## config.mk

```make
export PLATFORM = sky130hd
export DESIGN_NAME = robTop
export DESIGN_NICKNAME = d
export VERILOG_FILES = /design/src/rtl/robPkg.sv /design/src/rtl/renameSorter.sv /design/src/rtl/robStorage.sv /design/src/rtl/retireUnit.sv /design/src/rtl/robTop.sv
export SDC_FILE = /design/constraint.sdc
export NUM_CORES = 1
export LEC_CHECK = 0
export BUFFER_PORTS_ARGS = -buffer_cell sky130_fd_sc_hd__clkbuf_2
export CAP_MARGIN = 20
export CORE_MARGIN = 5
export CORE_UTILIZATION = 58
export CTS_CLUSTER_DIAMETER = 150
export DETAILED_ROUTE_END_ITERATION = 7
export PLACE_DENSITY = 0.77
export SYNTH_ARGS = -nofsm -noshare
export SYNTH_HDL_FRONTEND = slang
export SYNTH_SLANG_ARGS = --single-unit
```

## constraint.sdc

```tcl
create_clock -name clk -period 10.2 [get_ports clk]
set_input_delay 0.51 -clock clk [delete_from_list [all_inputs] [get_ports clk]]
set_output_delay 0.51 -clock clk [all_outputs]
set_load 0.01 [all_outputs]
```

## src/rtl/robPkg.sv

```systemverilog
package robPkg;

    localparam int idLen    = 4;
    localparam int robSize  = 1 << idLen;
    localparam int sqnLen   = idLen + 1;
    localparam int decWidth = 2;
    localparam int retWidth = 2;
    localparam int wbWidth  = 2;
    localparam int tagLen   = 6;
    localparam int rdLen    = 5;

    // Ordinary completions sort lowest, trap class sorts highest
    typedef enum logic [3:0] {
        flagNone, flagBranch, flagPredTaken, flagPredNotTaken,
        flagFpNx, flagFpUf, flagFpOf, flagFpNv,
        flagNotExec,
        flagFence, flagIllegal, flagLoadFault, flagTrap
    } Flags;

    typedef enum logic [1:0] {fuInt, fuFpu, fuRename, fuTrap} FuType;

    localparam logic [tagLen-1:0] invalidTag = '1;

    function automatic logic isTrapFlag(Flags f);
        return f >= flagFence;
    endfunction

    function automatic logic isBranchFlag(Flags f);
        return f == flagBranch || f == flagPredTaken || f == flagPredNotTaken;
    endfunction

    function automatic logic isFpFlag(Flags f);
        return f >= flagFpNx && f <= flagFpNv;
    endfunction

    // Age check on wrapping sequence numbers
    function automatic logic sqnYounger(logic [sqnLen-1:0] a, logic [sqnLen-1:0] b);
        logic [sqnLen-1:0] diff;
        diff = a - b;
        return $signed(diff) > 0;
    endfunction

endpackage

```

## src/rtl/renameSorter.sv

```systemverilog
`timescale 1ns/1ps

module renameSorter (
    input  logic [robPkg::decWidth-1:0] uopValid,
    input  logic [robPkg::sqnLen-1:0]   uopSqN[robPkg::decWidth-1:0],
    input  logic [robPkg::tagLen-1:0]   uopTag[robPkg::decWidth-1:0],
    input  logic [robPkg::rdLen-1:0]    uopRd[robPkg::decWidth-1:0],
    input  robPkg::FuType               uopFu[robPkg::decWidth-1:0],
    output logic [robPkg::decWidth-1:0] slotValid,
    output logic [robPkg::sqnLen-1:0]   slotSqN[robPkg::decWidth-1:0],
    output logic [robPkg::tagLen-1:0]   slotTag[robPkg::decWidth-1:0],
    output logic [robPkg::rdLen-1:0]    slotRd[robPkg::decWidth-1:0],
    output robPkg::FuType               slotFu[robPkg::decWidth-1:0]
);
    import robPkg::*;

    // Output slot i takes the uop whose sqN low bit equals i
    always_comb begin
        for (int i = 0; i < decWidth; i++) begin
            slotValid[i] = 1'b0;
            slotSqN[i]   = '0;
            slotTag[i]   = '0;
            slotRd[i]    = '0;
            slotFu[i]    = fuInt;
            for (int j = 0; j < decWidth; j++) begin
                if (uopValid[j] && uopSqN[j][0] == 1'(i)) begin
                    slotValid[i] = 1'b1;
                    slotSqN[i]   = uopSqN[j];
                    slotTag[i]   = uopTag[j];
                    slotRd[i]    = uopRd[j];
                    slotFu[i]    = uopFu[j];
                end
            end
        end
    end

endmodule

```

## src/rtl/robStorage.sv

```systemverilog
`timescale 1ns/1ps

module robStorage (
    input  logic                        clk,
    input  logic                        rst,
    input  logic [robPkg::decWidth-1:0] slotValid,
    input  logic [robPkg::sqnLen-1:0]   slotSqN[robPkg::decWidth-1:0],
    input  logic [robPkg::tagLen-1:0]   slotTag[robPkg::decWidth-1:0],
    input  logic [robPkg::rdLen-1:0]    slotRd[robPkg::decWidth-1:0],
    input  robPkg::FuType               slotFu[robPkg::decWidth-1:0],
    input  logic [robPkg::wbWidth-1:0]  wbValid,
    input  logic [robPkg::sqnLen-1:0]   wbSqN[robPkg::wbWidth-1:0],
    input  robPkg::Flags                wbFlags[robPkg::wbWidth-1:0],
    input  logic                        branchTaken,
    input  logic [robPkg::sqnLen-1:0]   branchSqN,
    input  logic [robPkg::idLen-1:0]    readBase,
    input  logic [robPkg::retWidth-1:0] retireMask,
    output logic [robPkg::retWidth-1:0] readValid,
    output robPkg::Flags                readFlags[robPkg::retWidth-1:0],
    output logic [robPkg::tagLen-1:0]   readTag[robPkg::retWidth-1:0],
    output logic [robPkg::rdLen-1:0]    readRd[robPkg::retWidth-1:0],
    output logic [robPkg::retWidth-1:0] readIsFp,
    output logic [robPkg::retWidth-1:0] readSqnMsb
);
    import robPkg::*;

    logic [robSize-1:0] entValid;
    Flags               entFlags[robSize-1:0];
    logic [tagLen-1:0]  entTag[robSize-1:0];
    logic [rdLen-1:0]   entRd[robSize-1:0];
    logic [robSize-1:0] entIsFp;
    logic [robSize-1:0] entMsb;

    logic [robSize-1:0]  entYounger;
    logic [decWidth-1:0] enqOk;
    logic [idLen-1:0]    enqIdx[decWidth-1:0];
    logic [wbWidth-1:0]  wbOk;

    logic [idLen-1:0] readAddr[retWidth-1:0];
    logic [idLen-2:0] bankRow[retWidth-1:0];
    logic [idLen-1:0] bankIdx[retWidth-1:0];

    always_comb begin
        for (int k = 0; k < robSize; k++) begin
            entYounger[k] = sqnYounger({entMsb[k], idLen'(k)}, branchSqN);
        end
        // Writes from the same cycle as a taken branch only count up to the branch
        for (int i = 0; i < decWidth; i++) begin
            enqOk[i]  = slotValid[i] && !(branchTaken && sqnYounger(slotSqN[i], branchSqN));
            enqIdx[i] = {slotSqN[i][idLen-1:1], 1'(i)};
        end
        for (int i = 0; i < wbWidth; i++) begin
            wbOk[i] = wbValid[i] && !(branchTaken && sqnYounger(wbSqN[i], branchSqN));
        end
    end

    always_ff @(posedge clk) begin
        if (rst) begin
            entValid <= '0;
        end else begin
            for (int i = 0; i < retWidth; i++) begin
                if (retireMask[i]) entValid[readBase + idLen'(i)] <= 1'b0;
            end
            if (branchTaken) entValid <= entValid & ~entYounger;
            for (int i = 0; i < decWidth; i++) begin
                if (enqOk[i]) entValid[enqIdx[i]] <= 1'b1;
            end
        end
    end

    always_ff @(posedge clk) begin
        for (int i = 0; i < decWidth; i++) begin
            if (enqOk[i]) begin
                entTag[enqIdx[i]]  <= slotTag[i];
                entRd[enqIdx[i]]   <= slotRd[i];
                entIsFp[enqIdx[i]] <= slotFu[i] == fuFpu;
                entMsb[enqIdx[i]]  <= slotSqN[i][idLen];
                entFlags[enqIdx[i]] <= slotFu[i] == fuRename ? flagNone :
                                       slotFu[i] == fuTrap ? flagTrap : flagNotExec;
            end
        end
        for (int i = 0; i < wbWidth; i++) begin
            if (wbOk[i]) entFlags[wbSqN[i][idLen-1:0]] <= wbFlags[i];
        end
    end

    // Two consecutive reads always hit different banks
    always_comb begin
        for (int i = 0; i < retWidth; i++) begin
            readAddr[i] = readBase + idLen'(i);
            bankRow[i]  = '0;
        end
        for (int i = 0; i < retWidth; i++) begin
            bankRow[readAddr[i][0]] = readAddr[i][idLen-1:1];
        end
        for (int b = 0; b < retWidth; b++) begin
            bankIdx[b] = {bankRow[b], 1'(b)};
        end
        // Back into program order
        for (int i = 0; i < retWidth; i++) begin
            readValid[i]  = entValid[bankIdx[readAddr[i][0]]];
            readFlags[i]  = entFlags[bankIdx[readAddr[i][0]]];
            readTag[i]    = entTag[bankIdx[readAddr[i][0]]];
            readRd[i]     = entRd[bankIdx[readAddr[i][0]]];
            readIsFp[i]   = entIsFp[bankIdx[readAddr[i][0]]];
            readSqnMsb[i] = entMsb[bankIdx[readAddr[i][0]]];
        end
    end

endmodule

```

## src/rtl/retireUnit.sv

```systemverilog
`timescale 1ns/1ps

module retireUnit (
    input  logic                        clk,
    input  logic                        rst,
    input  logic                        branchTaken,
    input  logic [robPkg::sqnLen-1:0]   branchSqN,
    input  logic [robPkg::retWidth-1:0] readValid,
    input  robPkg::Flags                readFlags[robPkg::retWidth-1:0],
    input  logic [robPkg::tagLen-1:0]   readTag[robPkg::retWidth-1:0],
    input  logic [robPkg::rdLen-1:0]    readRd[robPkg::retWidth-1:0],
    input  logic [robPkg::retWidth-1:0] readIsFp,
    input  logic [robPkg::retWidth-1:0] readSqnMsb,
    output logic [robPkg::idLen-1:0]    readBase,
    output logic [robPkg::retWidth-1:0] retireMask,
    output logic [robPkg::sqnLen-1:0]   curSqN,
    output logic [robPkg::sqnLen-1:0]   maxSqN,
    output logic [robPkg::retWidth-1:0] comValid,
    output logic [robPkg::rdLen-1:0]    comRd[robPkg::retWidth-1:0],
    output logic [robPkg::tagLen-1:0]   comTag[robPkg::retWidth-1:0],
    output logic [robPkg::sqnLen-1:0]   comSqN[robPkg::retWidth-1:0],
    output logic [robPkg::retWidth-1:0] comIsBranch,
    output logic                        trapValid,
    output robPkg::Flags                trapFlags,
    output logic [robPkg::sqnLen-1:0]   trapSqN,
    output logic [robPkg::rdLen-1:0]    trapRd,
    output logic [3:0]                  fpNewFlags,
    output logic                        mispredFlush
);
    import robPkg::*;

    typedef enum logic [1:0] {retireIdle, retireStall, retireReplay} RetireState;

    RetireState        state;
    logic [sqnLen-1:0] replayIter;
    logic [sqnLen-1:0] replayEnd;

    logic [retWidth-1:0] retireOk;
    logic [retWidth-1:0] trapHit;
    logic [retWidth-1:0] replayIn;
    logic                replayLast;
    logic [sqnLen-1:0]   slotSqN[retWidth-1:0];

    assign maxSqN   = curSqN + sqnLen'(robSize - 1);
    assign readBase = state == retireReplay ? replayIter[idLen-1:0] : curSqN[idLen-1:0];

    always_comb begin
        logic groupDone;
        groupDone = 1'b0;
        retireOk  = '0;
        trapHit   = '0;
        for (int i = 0; i < retWidth; i++) begin
            slotSqN[i]  = {readSqnMsb[i], readBase + idLen'(i)};
            replayIn[i] = !sqnYounger(replayIter + sqnLen'(i), replayEnd);
            // Strictly in order, a trap closes the group
            if (!groupDone && readValid[i] && readFlags[i] != flagNotExec) begin
                retireOk[i] = 1'b1;
                if (isTrapFlag(readFlags[i])) begin
                    trapHit[i] = 1'b1;
                    groupDone  = 1'b1;
                end
            end else begin
                groupDone = 1'b1;
            end
        end
        replayLast = !sqnYounger(replayEnd, replayIter + sqnLen'(retWidth - 1));
        retireMask = (state == retireIdle && !branchTaken) ? retireOk : '0;
    end

    always_ff @(posedge clk) begin
        comValid     <= '0;
        trapValid    <= 1'b0;
        fpNewFlags   <= '0;
        mispredFlush <= 1'b0;
        if (rst) begin
            state  <= retireIdle;
            curSqN <= '0;
        end else if (branchTaken) begin
            state      <= retireReplay;
            replayIter <= curSqN;
            replayEnd  <= branchSqN;
        end else begin
            case (state)
                retireIdle: begin
                    for (int i = 0; i < retWidth; i++) begin
                        if (retireMask[i]) begin
                            comValid[i]    <= 1'b1;
                            comRd[i]       <= readRd[i];
                            comTag[i]      <= readTag[i];
                            comSqN[i]      <= slotSqN[i];
                            comIsBranch[i] <= isBranchFlag(readFlags[i]);
                            if (trapHit[i]) begin
                                trapValid <= 1'b1;
                                trapFlags <= readFlags[i];
                                trapSqN   <= slotSqN[i];
                                trapRd    <= readRd[i];
                                state     <= retireStall;
                                // Faulting result goes nowhere
                                if (readFlags[i] == flagIllegal ||
                                    readFlags[i] == flagLoadFault) begin
                                    comRd[i]  <= '0;
                                    comTag[i] <= invalidTag;
                                end
                            end else if (readIsFp[i] && isFpFlag(readFlags[i])) begin
                                fpNewFlags[2'(readFlags[i] - flagFpNx)] <= 1'b1;
                                // UF and OF imply NX (bit 0)
                                if (readFlags[i] == flagFpUf || readFlags[i] == flagFpOf) begin
                                    fpNewFlags[0] <= 1'b1;
                                end
                            end
                        end
                    end
                    curSqN <= curSqN + sqnLen'($countones(retireMask));
                end
                retireStall: state <= retireIdle;
                retireReplay: begin
                    mispredFlush <= 1'b1;
                    for (int i = 0; i < retWidth; i++) begin
                        if (replayIn[i]) begin
                            comValid[i]    <= 1'b1;
                            comRd[i]       <= readRd[i];
                            comTag[i]      <= readTag[i];
                            comSqN[i]      <= replayIter + sqnLen'(i);
                            comIsBranch[i] <= 1'b0;
                        end
                    end
                    replayIter <= replayIter + sqnLen'(retWidth);
                    if (replayLast) state <= retireIdle;
                end
                default: state <= retireIdle;
            endcase
        end
    end

endmodule

```

## src/rtl/robTop.sv

```systemverilog
`timescale 1ns/1ps

module robTop (
    input  logic                        clk,
    input  logic                        rst,
    input  logic [robPkg::decWidth-1:0] uopValid,
    input  logic [robPkg::sqnLen-1:0]   uopSqN[robPkg::decWidth-1:0],
    input  logic [robPkg::tagLen-1:0]   uopTag[robPkg::decWidth-1:0],
    input  logic [robPkg::rdLen-1:0]    uopRd[robPkg::decWidth-1:0],
    input  robPkg::FuType               uopFu[robPkg::decWidth-1:0],
    input  logic [robPkg::wbWidth-1:0]  wbValid,
    input  logic [robPkg::sqnLen-1:0]   wbSqN[robPkg::wbWidth-1:0],
    input  robPkg::Flags                wbFlags[robPkg::wbWidth-1:0],
    input  logic                        branchTaken,
    input  logic [robPkg::sqnLen-1:0]   branchSqN,
    output logic [robPkg::sqnLen-1:0]   curSqN,
    output logic [robPkg::sqnLen-1:0]   maxSqN,
    output logic [robPkg::retWidth-1:0] comValid,
    output logic [robPkg::rdLen-1:0]    comRd[robPkg::retWidth-1:0],
    output logic [robPkg::tagLen-1:0]   comTag[robPkg::retWidth-1:0],
    output logic [robPkg::sqnLen-1:0]   comSqN[robPkg::retWidth-1:0],
    output logic [robPkg::retWidth-1:0] comIsBranch,
    output logic                        trapValid,
    output robPkg::Flags                trapFlags,
    output logic [robPkg::sqnLen-1:0]   trapSqN,
    output logic [robPkg::rdLen-1:0]    trapRd,
    output logic [3:0]                  fpNewFlags,
    output logic                        mispredFlush
);
    import robPkg::*;

    logic [decWidth-1:0] slotValid;
    logic [sqnLen-1:0]   slotSqN[decWidth-1:0];
    logic [tagLen-1:0]   slotTag[decWidth-1:0];
    logic [rdLen-1:0]    slotRd[decWidth-1:0];
    FuType               slotFu[decWidth-1:0];

    logic [retWidth-1:0] readValid;
    Flags                readFlags[retWidth-1:0];
    logic [tagLen-1:0]   readTag[retWidth-1:0];
    logic [rdLen-1:0]    readRd[retWidth-1:0];
    logic [retWidth-1:0] readIsFp;
    logic [retWidth-1:0] readSqnMsb;
    logic [idLen-1:0]    readBase;
    logic [retWidth-1:0] retireMask;

    renameSorter renameSorter_inst (.*);

    robStorage robStorage_inst (.*);

    retireUnit retireUnit_inst (.*);

endmodule

```

# Yosys cells after proc, flatten, opt, wreduce, memory -nomap -nowiden
# Memories as Yosys holds them, arrays and structs flattened.
# Index checks and enable logic that the tools add are counted.
# totals
in_bits,66
romBits,0
output_inout_bits,66
memories,3
ram_bits,240
latch_bits,0
ff_bits,121
elab_cells,361
# op_classes
shift,0
eq_ne,29
n_lt_le_gt_ge,47
mux,160
n_mul,0
n_reduce_logical,53
add_sub_neg,31
bitwise_logic,15
div_mod_pow,0
# mem_list
name,depth,word_bits,read_ports,rd_clocked_by_memory_dff,wr,line_no,rtl
robStorage_inst.entTag,16,6,2,0,2,robStorage.sv:29,logic [tagLen-1:0] entTag[robSize-1:0];
robStorage_inst.entRd,16,5,2,0,2,robStorage.sv:30,logic [rdLen-1:0] entRd[robSize-1:0];
robStorage_inst.entFlags,16,4,2,0,4,robStorage.sv:28,Flags entFlags[robSize-1:0];
# ops
operator,n
$mux W16,12
$mux W5,30
$gt A5 B1 Y1 const B,23
$sub A5 B5 Y5,23
$mux W4,20
$mux W6,12
$bwmux W16,4
$and A16 B16 Y16,3
$not A16 Y16,3
$mux W1,46
$pmux W10 S2,2
$lt A4 B5 Y1 const B,6
$logic_and A1 B1 Y1,28
$bmux W1 S4,6
$pmux W12 S2,1
$mux W2,11
$eq A4 B2 Y1 const B,4
$eq A4 B3 Y1 const B,4
$eq A4 B4 Y1 const B,4
$ge A4 B1 Y1 const B,4
$or A16 B15 Y16,1
$or A16 B16 Y16,1
$mux W3,4
$pmux W2 S2,3
other kinds (38),80

# Depth between registers and ports, before layout
# depth
ltp_word,30
mapped_depth,30
mapped_depth_nobuf,18

# Hierarchy
# Synthesis repeated with hierarchy kept, for this count alone.
# hier_totals
cells_unflattened,2014
area_unflattened_um2,21830.9
# by_module_without_submodules
module,cells_each,area_per_inst_um2,seq_area_each_um2,n_inst
robStorage,1580,17300.3,8488.1,1
retireUnit,324,3819.9,2042.0,1
renameSorter,110,710.7,0.0,1

# Worst setup path after synthesis
# Ideal clock, no wire load.
# synth_timing
kind,register -> register
from,register retireUnit_inst.state[1]
to,register retireUnit_inst.curSqN[4] (netlist name)
t_required_ps,10073
path_buffers,12
setup_time_ps,127
synth_period_minus_slack_ps,6214
stages_incl_launch_ff,30
slack_ps,3986
arrival_time_ps,6087
path_cell_list,dfxtp_1 -> buf_6 -> nor2b_4 -> buf_6 -> mux2i_4 -> buf_6 -> buf_12 -> buf_8 -> buf_2 -> buf_2 -> buf_2 -> buf_1 -> inv_1 -> ha_1 -> clkbuf_1 -> clkbuf_1 -> mux4_2 -> a22o_1 -> a211oi_4 -> nand4b_2 -> buf_2 -> nand2_1 -> inv_1 -> ha_1 -> ha_1 -> inv_1 -> fa_1 -> or4_1 -> xor2_1 -> nor2_1
# synth_via
elab_chain_len,21
word_cells_on_any_way,41
classes_between,add/sub (3); order compare (5); eq/ne (3); mux (19); bitwise (1); reduce/logical (9); memory (1)
# synth_rtl
item,line_no,rtl
"start, declared",retireUnit.sv:34,RetireState state;
"start signal, assigned",retireUnit.sv:76,state <= retireIdle;
"start signal, assigned",retireUnit.sv:79,state <= retireReplay;
"start signal, assigned",retireUnit.sv:97,state <= retireStall;
$eq A2 B2 Y1,retireUnit.sv:45,assign readBase = state == retireReplay ? replayIter[idLen-1:0] : curSqN[idLen-1:0];
$mux W4,retireUnit.sv:45,
$add A4 B1 Y4 (tied with other cells),robStorage.sv:90,readAddr[i] = readBase + idLen'(i);
$lt A1 B2 Y1 (not written as such) (tied with other cells),robStorage.sv:94,bankRow[readAddr[i][0]] = readAddr[i][idLen-1:1];
$logic_and A1 B1 Y1 (not written as such) or $mux W3 (tied branches),robStorage.sv:94,
$mux W3 (not written as such) or $demux W3 S1 (tied branches),n/a,
$demux W3 S1 or $and A6 B6 Y6 (tied branches),n/a,
$bwmux W6,robStorage.sv:94,
(+4 left out),n/a,
$mux W1 or $logic_and A1 B1 Y1 (tied branches),"retireUnit.sv:58, retireUnit.sv:56",
$mux W1,retireUnit.sv:56,if (!groupDone && readValid[i] && readFlags[i] != flagNotExec) begin
$logic_not A1 Y1,retireUnit.sv:56,
$logic_and A1 B1 Y1 (2 in series),retireUnit.sv:56,
$mux W1,retireUnit.sv:56,
$mux W2,retireUnit.sv:67,retireMask = (state == retireIdle && !branchTaken) ? retireOk : '0;
$add A1 B1 Y2 (not written as such),retireUnit.sv:113,curSqN <= curSqN + sqnLen'($countones(retireMask));
$add A5 B5 Y5,retireUnit.sv:113,
"end signal, assigned",retireUnit.sv:113,
"end, declared",retireUnit.sv:16,"output logic [robPkg::sqnLen-1:0] curSqN,"
# Several ways; a longest one is shown, not always the timed one. The select of a mux whose other input is x is not followed.
# A chain may end at the register's enable or synchronous reset.

# Final worst setup path
# Ends and elaborated chain as after synthesis.

==> results.md <==
* Register share of total power at 0.443
* Post-synthesis simple-gate area fraction at 0.183
* CTS tree: built
* Stages on worst setup path at 18
* Final Non-Filler Cells at 2657
* Drt pass-1 iters at 6
* Cell count after synthesis at 2051
* Final min period at 7.01 ns
* Critical path's top delay family: simple AND/OR/NAND/NOR gates
* Cell area after synthesis at 0.0218 mm^2
* Mapped Avg Cell Area at around 11 um^2
* Static Leak at around 9 nW
* Post-CTS resize count at 0
* Worst Hold Class: in2reg
* Int Pwr at 2.82 mW
* Clk_lat worst skew at 0.56 ns
* Worst reg2reg endpoint: retireUnit_inst.curSqN[4]$_SDFFE_PP0P_
* TNS Setup at 0 ns
* Postcts setup bufs at 0
* Crit path kind: reg2reg
* Sw Share at 0.286
* RR Startpoint: retireUnit_inst.state[1]$_SDFFE_PP0P_
* Post-Synth XOR/XNOR Area at 0.0260
* Largest net degree at the start of global routing at 158
* Async set-reset flop share out of synthesis at 0
* Startpoint types: flip-flop
* Pins over their slew limit at 0
* Top_reg_cell synth: edfxtp_1
* Comb power frac at 0.191
* Via density at between 6 and 7
* DPL Wire Length at 45700 um
* Die X at 204 um
* Finished Core Util at 0.642
* Crit path DAT at 7.41 ns
* Clock buffer depth at 3
* Crit. End Element: flip-flop
* WP buf/inv at 4
* Post-synthesis compound-gate area fraction at 0.0986
* Delay of the slowest critical-path stage at 0.69 ns
* Maxcap violations at 0
* Port-buffer cells at about 130
* I/O pin total at 132
* Core Area at 0.0374 mm^2
* Placed insts at approximately 2600
* Die Span Y at between 200 and 250 um
* Post-synth EDFFs at 330
* Drt initial violations at 2411
* Grt peak-use layer: met2
* Antenna diodes at 0
* Clock skew at 0.0330 ns
* Initial Util at 0.583
* Max-Slew Margin vs Limit at 0.221
* Via count at 17594
* Mux cell area share after synthesis at 0.133
* Req. time, crit path at 10.61 ns
* Drt wl/cell at 25.3 um
* Met2 Usage GRT at 0.485
* Placer Congestion at 0.996
* Slew @ Worst Pin at 1.17 ns
* Met1 Use GR at 0.452
* Sequential-to-total area share from yosys stat at 0.483
* Hold-fix buffers, CTS at 0
* Cell area power density at 165 mW/mm^2
* Met3 Use GR at 0.0838
* Antenna violations before repair at 0
* Hold path depth at 2
* Sw power at 1.13 mW
* Cell chosen for the clock root: clkbuf_16
* Warnings from Yosys at 0
* R2R Setup Slk at 3.19 ns
* # rows at 71
* CTS Buf Count at 38
* FMAX at 143 MHz
* DRC violations left at 0
* Vias in the first global route at 17039
* Reg2Reg Depth at 18
* CP endpoint: retireUnit_inst.curSqN[4]$_SDFFE_PP0P_
* Global-route wire length before repair at 102000 um
* Period utilization at 0.687
* Grt total ovfl at 0
* Crit path launch: retireUnit_inst.state[1]$_SDFFE_PP0P_
* Die area at approximately 0.042 mm^2
* H-tree levels at 2
* Largest family of logic cells by synthesized area: simple AND/OR/NAND/NOR gates
* Worst VDD drop at roughly 0.095 mV
* Hold Vio Cnt, Final at 0
* Worst-path clk slew at 0.06 ns
* Ratio of cells with drive above 1 in the final layout at 0.155
* Flop and latch count out of synthesis at between 300 and 400
* Final ANT Viol Nets at 0
* CP Max Fanout at about 160
* Area grow syn2layout at 10.1%
* All-Layer GR Usage at 0.319
* Crit-path cells: nor2b_4 > mux2i_4 > buf_12 > inv_6 > o21ai_0 > nand2_2 > and3_1 > a211oi_4 > nand4b_2 > nand2_1 > inv_1 > ha_1 > ha_1 > inv_1 > fa_1 > or4_1 > xor2_1 > nor2_1
* Clock power share at 0.365
* Status: finished clean
* Endpoints failing setup at 0
* Setup repair after global routing missed its margin: false
* Synthesized Nets at 2170
* Adder-cell share of the synthesized area at 0.0332
* Post-synth cell types at 93
* Critical path's slowest cell: nand2_2
* Fin nets at 2236
* Final wirelength at ~67000 um
* # clock sinks at around 360
-- final cells by class --
class                   instances  area (um^2)
clock inverters                24          289
fillers                      2864        13400
multi-input cells            1488        10400
inverters                      69          264
repair buffers                159          893
flip-flops and latches        361        10500
clock buffers                  45         1010
well taps                     511          639
-- cells in the final DEF, fill, tap and decap left out, types with 39 or more instances in the layout --
cell	netlist	final
nor2_1	92	91
edfxtp_1	330	330
a21oi_1	46	44
ha_1	45	45
mux2i_1	149	147
mux4_2	51	51
nand3_1	170	170
xnor2_1	40	40
clkbuf_2	0	131
a22o_1	45	45
nand2_1	414	413
clkbuf_16	0	39
o21ai_0	67	67
inv_1	64	64
-- power groups by stage --
| stage | sequential [mW] | combinational, mW | clock, mW |
|---|---|---|---|
| after floorplan | 1.76 | 0.521 | 0 |
| after global placement | 1.78 | 0.716 | 0 |
| after detailed placement | 1.78 | 0.736 | 0 |
| after CTS | 1.75 | 0.739 | 1.44 |
| after global routing | 1.76 | 0.811 | 1.51 |
| final | 1.75 | 0.756 | 1.44 |
-- per-layer routing --
metal,vias to the layer above,wire length [um]
li1,7733,-
met1,8388,26100
met2,1287,29800
met3,186,8950
met4,0,2460
met5,-,0
-- synthesized netlist by cell type, types with 6 or more instances --
cell | count | area (um^2)
ha_1 | 45 | 563
nor3_1 | 19 | 95.1
a21o_1 | 9 | 67.6
mux2i_1 | 149 | 1490
xor2_1 | 22 | 193
nand3_1 | 170 | 851
dfxtp_1 | 31 | 621
nor3b_1 | 6 | 45.0
buf_6 | 6 | 67.6
a31oi_1 | 18 | 113
a311oi_1 | 26 | 228
nand2_1 | 414 | 1550
a21oi_1 | 46 | 230
or3_1 | 15 | 93.8
buf_1 | 23 | 86.3
a22o_1 | 45 | 394
or2_2 | 8 | 50.1
a32o_1 | 7 | 70.1
buf_4 | 6 | 45.0
edfxtp_1 | 330 | 9910
a31o_2 | 6 | 52.6
mux2_2 | 8 | 90.1
mux4_2 | 51 | 1150
buf_2 | 27 | 135
fa_1 | 8 | 160
inv_1 | 64 | 240
nor2_1 | 92 | 345
and3_1 | 31 | 194
and2_1 | 12 | 75.1
nand2b_1 | 14 | 87.6
o31ai_1 | 12 | 90.1
nor4_1 | 6 | 37.5
nand4_1 | 16 | 100
clkbuf_1 | 65 | 244
xnor2_1 | 40 | 350
nor2b_1 | 13 | 81.3
a41o_1 | 12 | 120
o21ai_0 | 67 | 335
-- metrics by stage --
stage          area, um^2  power, mW  setup slack, ns  hold WS [ns]
3_3_place_gp        22700       2.49             3.29         0.490
3_5_place_dp        22700       2.51             2.96         0.505
2_1_floorplan       21800       2.28             3.99         0.467
4_1_cts             24000       3.93             2.98         0.455
5_1_grt             24000       4.08             2.84         0.485
6_report            24000       3.95             3.19         0.470
-- state kept, by name (all words and copies together) (netlist names), 5 cells and up --
name	cells
robStorage_inst.entTag	96
robStorage_inst.entRd	80
robStorage_inst.entFlags	64
robStorage_inst.entIsFp	16
robStorage_inst.entMsb	16
robStorage_inst.entValid	16
retireUnit_inst.comTag	12
retireUnit_inst.comRd	10
retireUnit_inst.comSqN	10
retireUnit_inst.curSqN	5
retireUnit_inst.replayEnd	5
retireUnit_inst.replayIter	5
retireUnit_inst.trapRd	5
retireUnit_inst.trapSqN	5
-- cells by family (layout without fill, tap and decap cells) --
logic type / after synthesis / in the layout
AO/OA/AOI/OAI: 299 / 299
buffers and inverters: 202 / 297
AND/OR/NAND/NOR: 855 / 855
flip-flops: 361 / 361
adder cells (fa/ha/maj): 53 / 53
multiplexers: 217 / 217
XOR/XNOR: 63 / 63
other: 1 / 1
-- worst reg2reg max path, delay by kind of cell, from the launching register on --
kind / cells / cell delay (ns)
compound gates: 2 / 0.91
mux: 1 / 0.37
buf+inv: 4 / 1.13
fa+ha+maj: 3 / 0.83
xor+xnor: 1 / 0.15
flops: 1 / 0.48
simple gates: 7 / 3.02
-- how the worst min path moves through the flow --
| stage | to | slack, ns | from |
|---|---|---|---|
| floorplan | robStorage_inst.entValid[8]$_SDFF_PP0_ | 0.47 | robStorage_inst.entValid[8]$_SDFF_PP0_ |
| global placement | retireUnit_inst.curSqN[0]$_SDFFE_PP0P_ | 0.49 | retireUnit_inst.curSqN[0]$_SDFFE_PP0P_ |
| detailed placement | robStorage_inst.entValid[8]$_SDFF_PP0_ | 0.50 | robStorage_inst.entValid[8]$_SDFF_PP0_ |
| CTS | robStorage_inst.entRd[3][0]$_DFFE_PP_ | 0.45 | uopRd[0] |
| global route | robStorage_inst.entRd[13][0]$_DFFE_PP_ | 0.48 | uopRd[0] |
| finish | robStorage_inst.entRd[6][0]$_DFFE_PP_ | 0.47 | uopRd[0] |
(Power assumes the default switching activity.)
